File: config.mk
export PLATFORM = sky130hd
export DESIGN_NAME = alu_block
export DESIGN_NICKNAME = d
export VERILOG_FILES = /design/src/rtl/alu_pkg.sv /design/src/rtl/reg_file.sv /design/src/rtl/alu_core.sv /design/src/rtl/bus_driver.sv /design/src/rtl/flags_reg.sv /design/src/rtl/alu_block.sv
export SDC_FILE = /design/constraint.sdc
export NUM_CORES = 1
export LEC_CHECK = 0
export ABC_AREA = 1
export CAP_MARGIN = 15
export CORE_ASPECT_RATIO = 0.5
export CORE_UTILIZATION = 46
export CTS_BUF_LIST = sky130_fd_sc_hd__clkbuf_16
export DETAILED_ROUTE_END_ITERATION = 8
export DONT_BUFFER_PORTS = 1
export MAX_ROUTING_LAYER = met4
export SLEW_MARGIN = 20
export SYNTH_ARGS = -nofsm -noshare
export SYNTH_HDL_FRONTEND = slang
export SYNTH_SLANG_ARGS = --single-unit
File: constraint.sdc
create_clock -name clk -period 7 [get_ports clk]
set_input_delay 1.4 -clock clk [delete_from_list [all_inputs] [get_ports clk]]
set_output_delay 1.4 -clock clk [all_outputs]
set_load 0.01 [all_outputs]
File: src/rtl/alu_pkg.sv
`default_nettype none

package alu_pkg;

    // Everything on the shared bus is one byte wide.
    typedef logic [7:0] word_t;

    // Flags are C, V, Z and N, from bit 0 upward.
    typedef logic [3:0] flags_t;

    localparam int unsigned FLAG_C = 0;
    localparam int unsigned FLAG_V = 1;
    localparam int unsigned FLAG_Z = 2;
    localparam int unsigned FLAG_N = 3;

    // Output codes that pick the bus source.
    // Codes 0 to 3 select registers a to d. Every code of 8 or more that is not
    // listed here selects the external data input.
    localparam logic [3:0] OUT_FLAGS  = 4'd4;
    localparam logic [3:0] OUT_ADDSUB = 4'd5;
    localparam logic [3:0] OUT_ANDOR  = 4'd6;
    localparam logic [3:0] OUT_SHIFT  = 4'd7;
    localparam logic [3:0] OUT_XORNOT = 4'd10;

    // Load codes that pick the bus destination.
    // Codes 0 to 3 write registers a to d and codes 4 to 6 are unused.
    // Any code with bit 3 set leaves every register alone.
    localparam logic [3:0] LOAD_FLAGS = 4'd7;

    // Right operand code with a dedicated zero source.
    // Codes 4, 5 and 7 have no register behind them and read as zero too.
    localparam logic [2:0] ARG_R_ZERO = 3'd6;

endpackage

`default_nettype wire

File: src/rtl/reg_file.sv
`timescale 1ns/10ps
`default_nettype none

module reg_file (
    input  wire                 clk,
    input  wire                 rst_n,

    input  wire alu_pkg::word_t bus,
    input  wire [3:0]           loadctl,
    input  wire [1:0]           arg_l,
    input  wire [2:0]           arg_r,

    output alu_pkg::word_t      alu_arg_l,
    output alu_pkg::word_t      alu_arg_r,

    output alu_pkg::word_t      reg_a,
    output alu_pkg::word_t      reg_b,
    output alu_pkg::word_t      reg_c,
    output alu_pkg::word_t      reg_d
);

    alu_pkg::word_t regs [4];
    logic           load_en;

    // Only load codes 0 to 3 address a general register.
    assign load_en = (loadctl[3:2] == 2'b00);

    always_ff @(posedge clk or negedge rst_n) begin
        if (!rst_n) begin
            regs[0] <= '0;
            regs[1] <= '0;
            regs[2] <= '0;
            regs[3] <= '0;
        end else if (load_en) begin
            regs[loadctl[1:0]] <= bus;
        end
    end

    assign reg_a = regs[0];
    assign reg_b = regs[1];
    assign reg_c = regs[2];
    assign reg_d = regs[3];

    // The left operand always comes from one of the four registers.
    assign alu_arg_l = regs[arg_l];

    // The right operand has a zero source on code 6. The other upper codes
    // have nothing driving them, so they read as zero as well.
    always_comb begin
        case (arg_r)
            3'd0: begin
                alu_arg_r = regs[0];
            end
            3'd1: begin
                alu_arg_r = regs[1];
            end
            3'd2: begin
                alu_arg_r = regs[2];
            end
            3'd3: begin
                alu_arg_r = regs[3];
            end
            alu_pkg::ARG_R_ZERO: begin
                alu_arg_r = '0;
            end
            default: begin
                alu_arg_r = '0;
            end
        endcase
    end

endmodule

`default_nettype wire

File: src/rtl/alu_core.sv
`timescale 1ns/10ps
`default_nettype none

module alu_core (
    input  wire alu_pkg::word_t alu_arg_l,
    input  wire alu_pkg::word_t alu_arg_r,
    input  wire                 alt,
    input  wire                 cin,

    output alu_pkg::word_t      addsub_res,
    output alu_pkg::word_t      andor_res,
    output alu_pkg::word_t      xornot_res,
    output alu_pkg::word_t      shift_res,

    output logic                addsub_c,
    output logic                addsub_v,
    output logic                shift_c
);

    alu_pkg::word_t addsub_rhs;
    logic [8:0]     addsub_sum;

    // Subtraction is l + ~r + cin, so cin = 1 means no borrow in.
    assign addsub_rhs = alt ? ~alu_arg_r : alu_arg_r;

    assign addsub_sum = {1'b0, alu_arg_l} + {1'b0, addsub_rhs} + {8'b0, cin};

    assign addsub_res = addsub_sum[7:0];
    assign addsub_c   = addsub_sum[8];

    // Signed overflow: both addends share a sign and the sum has the other.
    assign addsub_v = (alu_arg_l[7] == addsub_rhs[7]) &&
                      (addsub_res[7] != alu_arg_l[7]);

    always_comb begin
        if (alt) begin
            andor_res = alu_arg_l | alu_arg_r;
        end else begin
            andor_res = alu_arg_l & alu_arg_r;
        end
    end

    // The not variant ignores the right operand.
    always_comb begin
        if (alt) begin
            xornot_res = ~alu_arg_l;
        end else begin
            xornot_res = alu_arg_l ^ alu_arg_r;
        end
    end

    // Shift left pulls cin into bit 0 and pushes bit 7 out as carry.
    // Swap leaves the carry path as a plain pass of cin.
    always_comb begin
        if (alt) begin
            shift_res = {alu_arg_l[3:0], alu_arg_l[7:4]};
            shift_c   = cin;
        end else begin
            shift_res = {alu_arg_l[6:0], cin};
            shift_c   = alu_arg_l[7];
        end
    end

endmodule

`default_nettype wire

File: src/rtl/bus_driver.sv
`timescale 1ns/10ps
`default_nettype none

module bus_driver (
    input  wire [3:0]           outctl,
    input  wire alu_pkg::word_t bus_in,

    input  wire alu_pkg::word_t reg_a,
    input  wire alu_pkg::word_t reg_b,
    input  wire alu_pkg::word_t reg_c,
    input  wire alu_pkg::word_t reg_d,

    input  wire alu_pkg::word_t addsub_res,
    input  wire alu_pkg::word_t andor_res,
    input  wire alu_pkg::word_t xornot_res,
    input  wire alu_pkg::word_t shift_res,

    input  wire alu_pkg::flags_t fout,

    input  wire                 addsub_c,
    input  wire                 addsub_v,
    input  wire                 shift_c,

    output alu_pkg::word_t      bus,
    output logic                alu_c,
    output logic                alu_v
);

    // One decode of the output code picks the bus source. The carry and
    // overflow follow whichever ALU unit owns the bus this cycle.
    always_comb begin
        bus   = bus_in;
        alu_c = 1'b0;
        alu_v = 1'b0;

        case (outctl)
            4'd0: bus = reg_a;
            4'd1: bus = reg_b;
            4'd2: bus = reg_c;
            4'd3: bus = reg_d;
            alu_pkg::OUT_FLAGS: begin
                bus = {4'b0000, fout};
            end
            alu_pkg::OUT_ADDSUB: begin
                bus   = addsub_res;
                alu_c = addsub_c;
                alu_v = addsub_v;
            end
            alu_pkg::OUT_ANDOR: begin
                bus = andor_res;
            end
            alu_pkg::OUT_SHIFT: begin
                bus   = shift_res;
                alu_c = shift_c;
            end
            alu_pkg::OUT_XORNOT: begin
                bus = xornot_res;
            end
            // The remaining high codes select the external input.
            default: begin
                bus = bus_in;
            end
        endcase
    end

endmodule

`default_nettype wire

File: src/rtl/flags_reg.sv
`timescale 1ns/10ps
`default_nettype none

module flags_reg (
    input  wire                 clk,
    input  wire                 rst_n,

    input  wire alu_pkg::word_t bus,
    input  wire [3:0]           loadctl,
    input  wire                 calcfn,

    input  wire                 alu_c,
    input  wire                 alu_v,

    output alu_pkg::flags_t     fout
);

    alu_pkg::flags_t calc_flags;

    // Z and N are taken from whatever the bus carries this cycle.
    always_comb begin
        calc_flags                 = '0;
        calc_flags[alu_pkg::FLAG_C] = alu_c;
        calc_flags[alu_pkg::FLAG_V] = alu_v;
        calc_flags[alu_pkg::FLAG_Z] = (bus == '0);
        calc_flags[alu_pkg::FLAG_N] = bus[7];
    end

    // A direct load from the bus takes priority over a calculation.
    always_ff @(posedge clk or negedge rst_n) begin
        if (!rst_n) begin
            fout <= '0;
        end else if (loadctl == alu_pkg::LOAD_FLAGS) begin
            fout <= bus[3:0];
        end else if (!calcfn) begin
            fout <= calc_flags;
        end
    end

endmodule

`default_nettype wire

File: src/rtl/alu_block.sv
`timescale 1ns/10ps
`default_nettype none

module alu_block (
    input  wire                 clk,
    input  wire                 rst_n,

    input  wire alu_pkg::word_t bus_in,

    input  wire [3:0]           outctl,
    input  wire [3:0]           loadctl,
    input  wire [1:0]           arg_l,
    input  wire [2:0]           arg_r,
    input  wire                 alt,
    input  wire                 calcfn,
    input  wire                 cin,

    output wire alu_pkg::word_t bus_out,
    output wire alu_pkg::flags_t fout
);

    wire alu_pkg::word_t alu_arg_l;
    wire alu_pkg::word_t alu_arg_r;

    wire alu_pkg::word_t reg_a;
    wire alu_pkg::word_t reg_b;
    wire alu_pkg::word_t reg_c;
    wire alu_pkg::word_t reg_d;

    wire alu_pkg::word_t addsub_res;
    wire alu_pkg::word_t andor_res;
    wire alu_pkg::word_t xornot_res;
    wire alu_pkg::word_t shift_res;

    wire addsub_c;
    wire addsub_v;
    wire shift_c;
    wire alu_c;
    wire alu_v;

    reg_file u_reg_file (
        .clk       (clk),
        .rst_n     (rst_n),
        .bus       (bus_out),
        .loadctl   (loadctl),
        .arg_l     (arg_l),
        .arg_r     (arg_r),
        .alu_arg_l (alu_arg_l),
        .alu_arg_r (alu_arg_r),
        .reg_a     (reg_a),
        .reg_b     (reg_b),
        .reg_c     (reg_c),
        .reg_d     (reg_d)
    );

    alu_core u_alu_core (
        .alu_arg_l  (alu_arg_l),
        .alu_arg_r  (alu_arg_r),
        .alt        (alt),
        .cin        (cin),
        .addsub_res (addsub_res),
        .andor_res  (andor_res),
        .xornot_res (xornot_res),
        .shift_res  (shift_res),
        .addsub_c   (addsub_c),
        .addsub_v   (addsub_v),
        .shift_c    (shift_c)
    );

    // The driven bus value is the block output and feeds every loader.
    bus_driver u_bus_driver (
        .outctl     (outctl),
        .bus_in     (bus_in),
        .reg_a      (reg_a),
        .reg_b      (reg_b),
        .reg_c      (reg_c),
        .reg_d      (reg_d),
        .addsub_res (addsub_res),
        .andor_res  (andor_res),
        .xornot_res (xornot_res),
        .shift_res  (shift_res),
        .fout       (fout),
        .addsub_c   (addsub_c),
        .addsub_v   (addsub_v),
        .shift_c    (shift_c),
        .bus        (bus_out),
        .alu_c      (alu_c),
        .alu_v      (alu_v)
    );

    flags_reg u_flags_reg (
        .clk     (clk),
        .rst_n   (rst_n),
        .bus     (bus_out),
        .loadctl (loadctl),
        .calcfn  (calcfn),
        .alu_c   (alu_c),
        .alu_v   (alu_v),
        .fout    (fout)
    );

endmodule

`default_nettype wire

# Word-level counts from Yosys, hierarchy flattened
# Cells that the tools add are included.
[totals]
register_bits = 36
in_bits = 26
out_inout_bits = 12
wordCells = 55
[op_classes]
n_addsub = 2
magnitude_cmp = 3
eq_ne = 15
mux = 17
bitwise = 7
n_reduce_logical = 6
[ops]
columns = ["cell", "count"]
rows = [
  ["one-hot mux 8 bit (9 select lines)", 1],
  ["two-way mux 8 bit", 7],
  ["bitwise mux 32 bit", 1],
  ["one-hot mux 8 bit (4 select lines)", 1],
  ["== test 4 x 3 -> 1 bit, second input constant", 5],
  ["binary-select mux 8 bit (select 2 bit)", 1],
  ["demux 8 bit (select 2 bit)", 1],
  ["NOT 8 bit", 2],
  ["adder 8 x 8 -> 9 bit", 1],
  ["adder 9 x 1 -> 9 bit", 1],
  ["bitwise AND 8 bit", 1],
  ["== test 4 x 2 -> 1 bit, second input constant", 2],
  ["logical NOT 8 bit", 1],
  ["two-way mux 4 bit", 2],
  ["OR 8 bit", 1],
  ["bitwise XOR 8 bit", 1],
  ["== test 3 x 2 -> 1 bit, second input constant", 2],
  [">= comparator 3 bit, second input constant", 2],
  ["NOT 2 -> 3 bit", 2],
  ["== test 4 x 1 -> 1 bit, second input constant", 1],
  ["== test 4 bit, second input constant", 1],
  ["logical NOT 4 bit", 1],
  ["== test 3 x 1 -> 1 bit, second input constant", 1],
  ["logical NOT 3 bit", 1],
  ["other kinds (8)", 10],
]

# Logic depth before layout (Yosys ltp)
# Gate-level depths: netlist (run 1).
[depth]
ltp_word = 11
depth_mapped = 21
mapped_depth_nobuf = 19

# Hierarchy
# Synthesis (run 1) repeated with hierarchy kept, for this count alone.
[hier_totals]
cells_unflattened = 606
hier_area_um2 = 3896.2
[by_module_without_submodules]
columns = ["mod", "instances", "cells_per_inst", "area_each_um2", "seq_area_each_um2"]
rows = [
  ["reg_file", 1, 259, 1961.9, 800.8],
  ["alu_core", 1, 150, 965.9, 0.0],
  ["bus_driver", 1, 162, 724.4, 0.0],
  ["flags_reg", 1, 35, 244.0, 100.1],
]

# Worst setup path before layout (run 1)
# No wires, ideal clock.
[synth_path]
path_type = "input port to output port"
from = "in arg_r[1]"
to = "out bus_out[6]"
t_arrival_ns = 3.863
t_required_ns = 5.600
slack_ns = 1.737
cell_stages = 16
path_buffers = 0
path_cell_list = "nor2_1 > nand2_1 > o22ai_1 > nor2_1 > xor2_1 > fa_1 > fa_1 > nand2_1 > nand3_1 > nand3b_1 > nand2_1 > nand2_1 > nand3_1 > nand3_1 > nand2_1 > inv_1"
[synth_between]
elab_chain_cells = 7
[synth_lines]
columns = ["item", "line", "text"]
rows = [
  ["start, declared", "alu_block.sv:13", "input wire [2:0] arg_r,"],
  ["== test 3 x 2 -> 1 bit (tied with other cells)", "reg_file.sv:50", "case (arg_r)"],
  ["one-hot mux 8 bit (4 select lines) (*)", "reg_file.sv:50", ""],
  ["NOT 8 bit", "alu_core.sv:24", "assign addsub_rhs = alt ? ~alu_arg_r : alu_arg_r;"],
  ["two-way mux 8 bit", "alu_core.sv:24", ""],
  ["adder 8 x 8 -> 9 bit", "alu_core.sv:26", "assign addsub_sum = {1'b0, alu_arg_l} + {1'b0, addsub_rhs} + {8'b0, cin};"],
  ["adder 9 x 1 -> 9 bit", "alu_core.sv:26", ""],
  ["one-hot mux 8 bit (9 select lines) (*)", "bus_driver.sv:36", "case (outctl)"],
  ["end, declared", "alu_block.sv:18", "output wire alu_pkg::word_t bus_out,"],
]
# Mark *: on every way between the ends. The rest lies on a longest branch, timed or not.

# Final worst setup path (run 1)
# Same ends and word-level chain as after synthesis.

==> results.ini, run 1 <==
[outcome]
outcome=finished, final reports clean

[cells_and_area]
antenna_cells_inserted=0
fill_cells=813
layout-drive-gt1-share_pct=5.23
post-route-cell-area_um2=3800
synthToLayoutAreaGrowth_pct=5.81
layout.nets=643

[grt]
grt_util_all_layers_pct=31.8
grt_max_degree=37
grt_pass1_vias=3336
grt_overflow_total=0
grt_antenna_before_repair=0
grt_first_pass_wirelength_um=18900

[timing]
maxSlewHeadroom_pct=36.8
finalHoldViolCount=0
tightestPinTransition_ns=0.944
setup-tns-final_ns=0
timing.final.crit_share_pct=83.1
final.min_clock_period_ns=5.82
fmax_mhz=172
setup_violations=0
fin_skew_ns=0.00536
rsz0062_at_grt=no
report.final.slew_viol_count=0

[yosys]
synth_top_family_by_area=simple AND/OR/NAND/NOR gates
synth.yosys.warnings=0
synth.top_cells.by_area=sky130_fd_sc_hd__dfrtp_1 25%, sky130_fd_sc_hd__nand2_1 19%, sky130_fd_sc_hd__nand3_1 11%
synth.cells.most_frequent=185 x sky130_fd_sc_hd__nand2_1, 81 x sky130_fd_sc_hd__nand3_1, 80 x sky130_fd_sc_hd__inv_1, 64 x sky130_fd_sc_hd__nor2_1, 43 x sky130_fd_sc_hd__o21ai_0
netlist-cell-type-count=32
synth-adder-area-share_pct=9.12
synthFlopType=sky130_fd_sc_hd__dfrtp_1
synth_compound_area_share_pct=11.5
avg_cell_area_syn_um2=6.03
synth-xor-area-share_pct=2.44
synth-seq-area-share_pct=25.1
async_reset_ff_share_pct=100
synth_top_area_cell=sky130_fd_sc_hd__dfrtp_1
synth-edff-count=0
synth.most_common_cell=sky130_fd_sc_hd__nand2_1
fraction_of_synthesized_area_in_multiplexers_pct=0
synth-seq-cells=36
synth_simple_gate_area_share_pct=40.8
yosys.area.top_type_share_pct=25.1
syn_nets=647
netlist_area_um2=3590
synthCells=596

[drt]
ant_nets=0
number_of_detailed_routing_iterations_run_before_antenna_repair=5
initialDrtViolationCount=408
wl_um=11700
drc=0
detailroute.via_count=3770
post_drt_via_cell_ratio=5.47
wire_length_per_cell_after_detailed_routing_um=17.0

[clocking]
cts_root_buffer=sky130_fd_sc_hd__clkbuf_16
clkSlewWorstSetupHoldPaths_ns=0.06
clock_buffer_depth=2
cts-htree-levels=2
sink_count=36
postCtsHoldBufs=0
clock_latency_of_the_later_clocked_register_in_the_worst_skew_pair_ns=0.28
post_cts.repair.setup_buffers=0
clock_tree_from_tritoncts=built
cts_inserted_buffers=5
cts-resized-gates=0

[worst_hold_path]
timing.hold.worst.class=reg2reg

[placement]
gp_congestion=0.974
placed_area_um2=3660
hpwl_um=9400
port_buffers=0

[setup_path]
worstPathArrival_ns=4.42
cp-start-kind=primary input
crit_path_end_kind=primary output
path_class=in2out
worst_ep_required_time_ns=5.60
crit_fanout=9

[power_and_ir_drop]
share_clk_of_total_power_pct=25.2
worst_ir_drop_vdd_uv=126
power_mw=0.871
power_switching_share_pct=42.8
combinationalPowerShare_pct=39.2
total_leakage_power_nw=2.03
cellPowerDensity_nw_per_um2=229
cell_internal_pwr_mw=0.498
power.switching_mw=0.372
pwr-share-seq_pct=35.6

[floorplanning]
num_rows=22
die_width_um=127
fp.dieArea_um2=8190
height_of_the_die_um=64.5
core_region_area_um2=7430
floorplan.io_pins=38
initial_utilization_pct=48.4

[run]
maxCapViolations=0

-- metrics by stage --
step / std cells / utilization, % / hold WS [ns] / setup slack [ns]
6_report: 689 / 51.2 / 0.546 / 1.18
5_1_grt: 689 / 51.2 / 0.601 / 0.942
4_1_cts: 689 / 51.2 / 0.549 / 1.23
3_5_place_dp: 681 / 49.2 / 0.534 / 1.24
3_3_place_gp: 681 / 49.2 / 0.529 / 1.36
2_1_floorplan: 596 / - / 0.474 / 1.74
-- cell type report --
type                            instances  area [µm²]  share of cell area [%]
Sequential cell                        36         901                    23.7
Timing Repair Buffer                    1        7.51                   0.197
Clock inverter                          3        18.8                   0.494
Clock buffer                            5         125                    3.29
Inverter                               89         337                    8.85
Tap cell                               96         120                    3.16
Multi-Input combinational cell        459        2290                    60.3
-- layout by cell type, fill, tap and decap left out, drive strengths merged --
cell    Yosys  final
o21a        1      1
a22oi       1      1
a21boi      1      1
clkinv      1      4
clkbuf      1      5
nand4       1      1
o21ai      50     50
nand3      84     84
nor3        4      4
fa          2      2
o22ai      13     13
nand3b      1      1
a21oi       7      7
dfrtp      36     36
inv        88     88
o211ai      2      2
or2         3      3
nand2     185    185
and2        1      1
xnor2       1      1
nor2       70     70
buf        11      1
ha         23     23
xor2        9      9
-- power by group through the flow --
stage	Combinational (mW)	Clock, mW	Sequential (mW)
2_1_floorplan	0.259	0	0.287
4_1_cts	0.335	0.222	0.306
3_5_place_dp	0.333	0	0.309
6_report	0.341	0.220	0.310
5_1_grt	0.390	0.232	0.314
3_3_place_gp	0.330	0	0.309
-- worst paths after layout --
check | startpoint | slack [ns] | to | cells after the start
max | arg_r[1] | 1.18 | bus_out[6] | 16
min | u_reg_file.reg_c[4] | 0.55 | u_reg_file.reg_c[4] | 2
max reg2reg | u_reg_file.reg_a[0] | 3.76 | u_flags_reg.fout[2] | 17
min reg2reg | u_reg_file.reg_c[4] | 0.55 | u_reg_file.reg_c[4] | 2
max in group asynchronous | rst_n | 6.11 | u_reg_file.reg_a[3] | 0
min in group asynchronous | rst_n | 0.81 | u_reg_file.reg_a[2] | 0
-- state kept, by name, indices dropped and copies added (netlist names) --
name              flops
u_reg_file.reg_c      8
u_reg_file.reg_d      8
u_reg_file.reg_b      8
u_reg_file.reg_a      8
u_flags_reg.fout      4
-- cells by family after synthesis --
| kind of cell | after synthesis |
|---|---|
| AO/OA/AOI/OAI | 75 |
| XOR/XNOR | 10 |
| adder cells (fa/ha/maj) | 25 |
| buffers and inverters | 101 |
| flip-flops | 36 |
| AND/OR/NAND/NOR | 349 |
-- worst max-delay path, stage by stage --
cell,delay [ns]
sky130_fd_sc_hd__nor2_1,0.39
sky130_fd_sc_hd__nand2_1,0.22
sky130_fd_sc_hd__o22ai_1,0.22
sky130_fd_sc_hd__nor2_1,0.13
sky130_fd_sc_hd__xor2_1,0.18
sky130_fd_sc_hd__fa_1,0.47
sky130_fd_sc_hd__fa_1,0.43
sky130_fd_sc_hd__nand2_1,0.08
sky130_fd_sc_hd__nand3_1,0.11
sky130_fd_sc_hd__nand3b_1,0.13
sky130_fd_sc_hd__nand2_1,0.06
sky130_fd_sc_hd__nand2_1,0.08
sky130_fd_sc_hd__nand3_1,0.08
sky130_fd_sc_hd__nand3_1,0.09
sky130_fd_sc_hd__nand2_1,0.17
sky130_fd_sc_hd__inv_1,0.15
-- routing by layer --
metal,track usage (%),part of all wire (%)
met1,52.7,55
met4,3.72,0.36
met2,39.6,36
met5,-,0
met3,4.38,8.7
Power figures use the tool's default switching activity.
==> run 2: changes to the inputs <==
- clock period: 7 -> 5 ns (I/O delays scaled with it)
==> results.ini, run 2 (synthesis results as in run 1) <==
[placement]
gp_congestion=0.969  ; -0.54%
post-place-cells=688  ; +1.0%
dpl_worst_slack_ns=0.276  ; -0.966 ns
port_buffers=0  ; unchanged
hpwl_um=9620  ; +2.4%

[setup_path]
critical-path-top-delay-family=simple AND/OR/NAND/NOR gates
critPathLaunch=arg_r[1]
crit_path_end_kind=primary output
timing.critical_path.buf_inv=1  ; unchanged
crit_top_cell=sky130_fd_sc_hd__nand2_1
crit_fanout=6  ; -3
cp-start-kind=primary input
worst_path_max_delay_cell=sky130_fd_sc_hd__fa_1
rr_startpoint=u_reg_file.reg_c[0]
worst_ep_required_time_ns=4.00  ; -1.60 ns
crit_chain=nor2_2 > nand2_1 > o22ai_1 > nor2_1 > xor2_1 > fa_1 > fa_1 > nand2_1 > nand3_1 > nand3b_1 > nand2_1 > nand2_1 > nand3_1 > nand3_1 > nand2_1 > inv_1
path_class=in2out
ff2ff_path_depth=17  ; unchanged
worstPathArrival_ns=3.71  ; -0.71 ns
worstSetupPathDepth=16  ; unchanged
peak_per_stage_delay_on_the_critical_path_ns=0.48  ; about the same

[clocking]
postCtsHoldBufs=0  ; unchanged
cts-resized-gates=0  ; unchanged
clock_buffer_depth=2  ; unchanged
clock_latency_of_the_later_clocked_register_in_the_worst_skew_pair_ns=0.28  ; about the same
sink_count=36  ; unchanged
cts_inserted_buffers=5  ; unchanged
clock_tree_from_tritoncts=built
post_cts.repair.setup_buffers=0  ; unchanged
clkSlewWorstSetupHoldPaths_ns=0.06  ; about the same
cts_root_buffer=sky130_fd_sc_hd__clkbuf_16
cts-htree-levels=2  ; unchanged

[drt]
ant_nets=0  ; unchanged
number_of_detailed_routing_iterations_run_before_antenna_repair=5  ; unchanged
wl_um=12200  ; +4.3%
initialDrtViolationCount=406  ; -0.49%
post_drt_via_cell_ratio=5.54  ; +1.3%
drc=0  ; unchanged
detailroute.via_count=3858  ; +2.3%
wire_length_per_cell_after_detailed_routing_um=17.5  ; +3.2%

[cells_and_area]
layout.nets=650  ; +1.1%
layout-drive-gt1-share_pct=6.50  ; +1.3 points
fin_cells=696  ; +1.0%
commonest_non_fill_non_tap_cells_in_the_layout=185 x sky130_fd_sc_hd__nand2_1, 81 x sky130_fd_sc_hd__nand3_1, 80 x sky130_fd_sc_hd__inv_1
synthToLayoutAreaGrowth_pct=8.01
layout.cells.most_common=sky130_fd_sc_hd__nand2_1
antenna_cells_inserted=0  ; unchanged

[power_and_ir_drop]
power_switching_share_pct=41.4  ; -1.4 points
combinationalPowerShare_pct=38.1  ; -1.1 points
worst_ir_drop_vdd_uv=192  ; +52%
cell_internal_pwr_mw=0.753  ; +51%
share_clk_of_total_power_pct=28.0  ; +2.8 points
power.switching_mw=0.532  ; +43%
pwr-share-seq_pct=33.9  ; -1.7 points
total_leakage_power_nw=2.07  ; +2.0%
cellPowerDensity_nw_per_um2=331  ; +45%

[timing]
setup-tns-final_ns=0  ; unchanged
worst_slack_ns=0.291  ; -0.893 ns
fin_skew_ns=0.00580  ; +0.000432 ns
timing.final.crit_share_pct=94.2
rsz0062_at_grt=no
final.min_clock_period_ns=4.71
finalHoldViolCount=0  ; unchanged
report.final.slew_viol_count=0  ; unchanged
setup_violations=0  ; unchanged
maxSlewHeadroom_pct=37.1  ; +0.31 points
fmax_mhz=212
tightestPinTransition_ns=0.936  ; -0.00841 ns

[floorplanning]
height_of_the_die_um=64.5  ; unchanged
floorplan.io_pins=38  ; unchanged
num_rows=22  ; unchanged
core_region_area_um2=7430  ; unchanged
fp.dieArea_um2=8190  ; unchanged
initial_utilization_pct=48.4  ; unchanged
die_width_um=127  ; unchanged

[grt]
grt_first_pass_wirelength_um=18900  ; +0.40%
grt_overflow_total=0  ; unchanged
grt_pass1_vias=3323  ; -0.39%
grt_max_degree=37  ; unchanged
grt_util_all_layers_pct=32.0  ; +0.26 points
grt_antenna_before_repair=0  ; unchanged

[outcome]
outcome=finished, final reports clean

[run]
maxCapViolations=0  ; unchanged

[worst_hold_path]
timing.hold.worst.class=in2async

[run 2: changes by cell type in the layout (fill, tap and decap cells not counted), sizes merged]
cell and delta:
clkinvlp +1, buf +7, clkinv -2, bufinv +1
[run 2: area by class of cell]
type,instances,area [µm²]
clock buffer,5,125
clock inverter,3,42.5
fill,785,3550
inverter,89,337
multi-input combinational,459,2300
sequential,36,901
tap,96,120
timing repair buffer,8,60.1
[run 2: power groups by stage]
| stage | Clock (mW) | Sequential [mW] | Combinational [mW] |
|---|---|---|---|
| global placement | 0 | 0.434 | 0.470 |
| CTS | 0.363 | 0.430 | 0.479 |
| floorplan | 0 | 0.402 | 0.363 |
| finish | 0.360 | 0.436 | 0.490 |
| detailed placement | 0 | 0.435 | 0.474 |
| global route | 0.374 | 0.441 | 0.552 |
[run 2: stage by stage]
step	area (µm²)	util [%]	power, mW	hold WS (ns)
global route	3880	52.2	1.37	0.402
floorplan	3590	-	0.765	0.474
CTS	3880	52.2	1.27	0.409
detailed placement	3710	49.9	0.909	0.540
global placement	3710	49.9	0.905	0.535
finish	3880	52.2	1.29	0.411
[run 2: routing by layer]
metal | wire length [µm] | track usage [%] | up-vias
li1 | - | - | 1900
met1 | 6360 | 50.4 | 1767
met2 | 4560 | 41.9 | 185
met3 | 1220 | 5.62 | 6
met4 | 47 | 5.36 | 0
met5 | 0 | - | -
[run 2: worst paths after layout]
path                                        to  slack [ns]
max                                 bus_out[6]        0.29
min                        u_reg_file.reg_a[3]        0.41
max reg2reg                u_flags_reg.fout[2]        1.65
min reg2reg                u_reg_file.reg_c[4]        0.56
max in group asynchronous  u_reg_file.reg_b[4]        4.51
min in group clk           u_reg_file.reg_c[4]        0.56
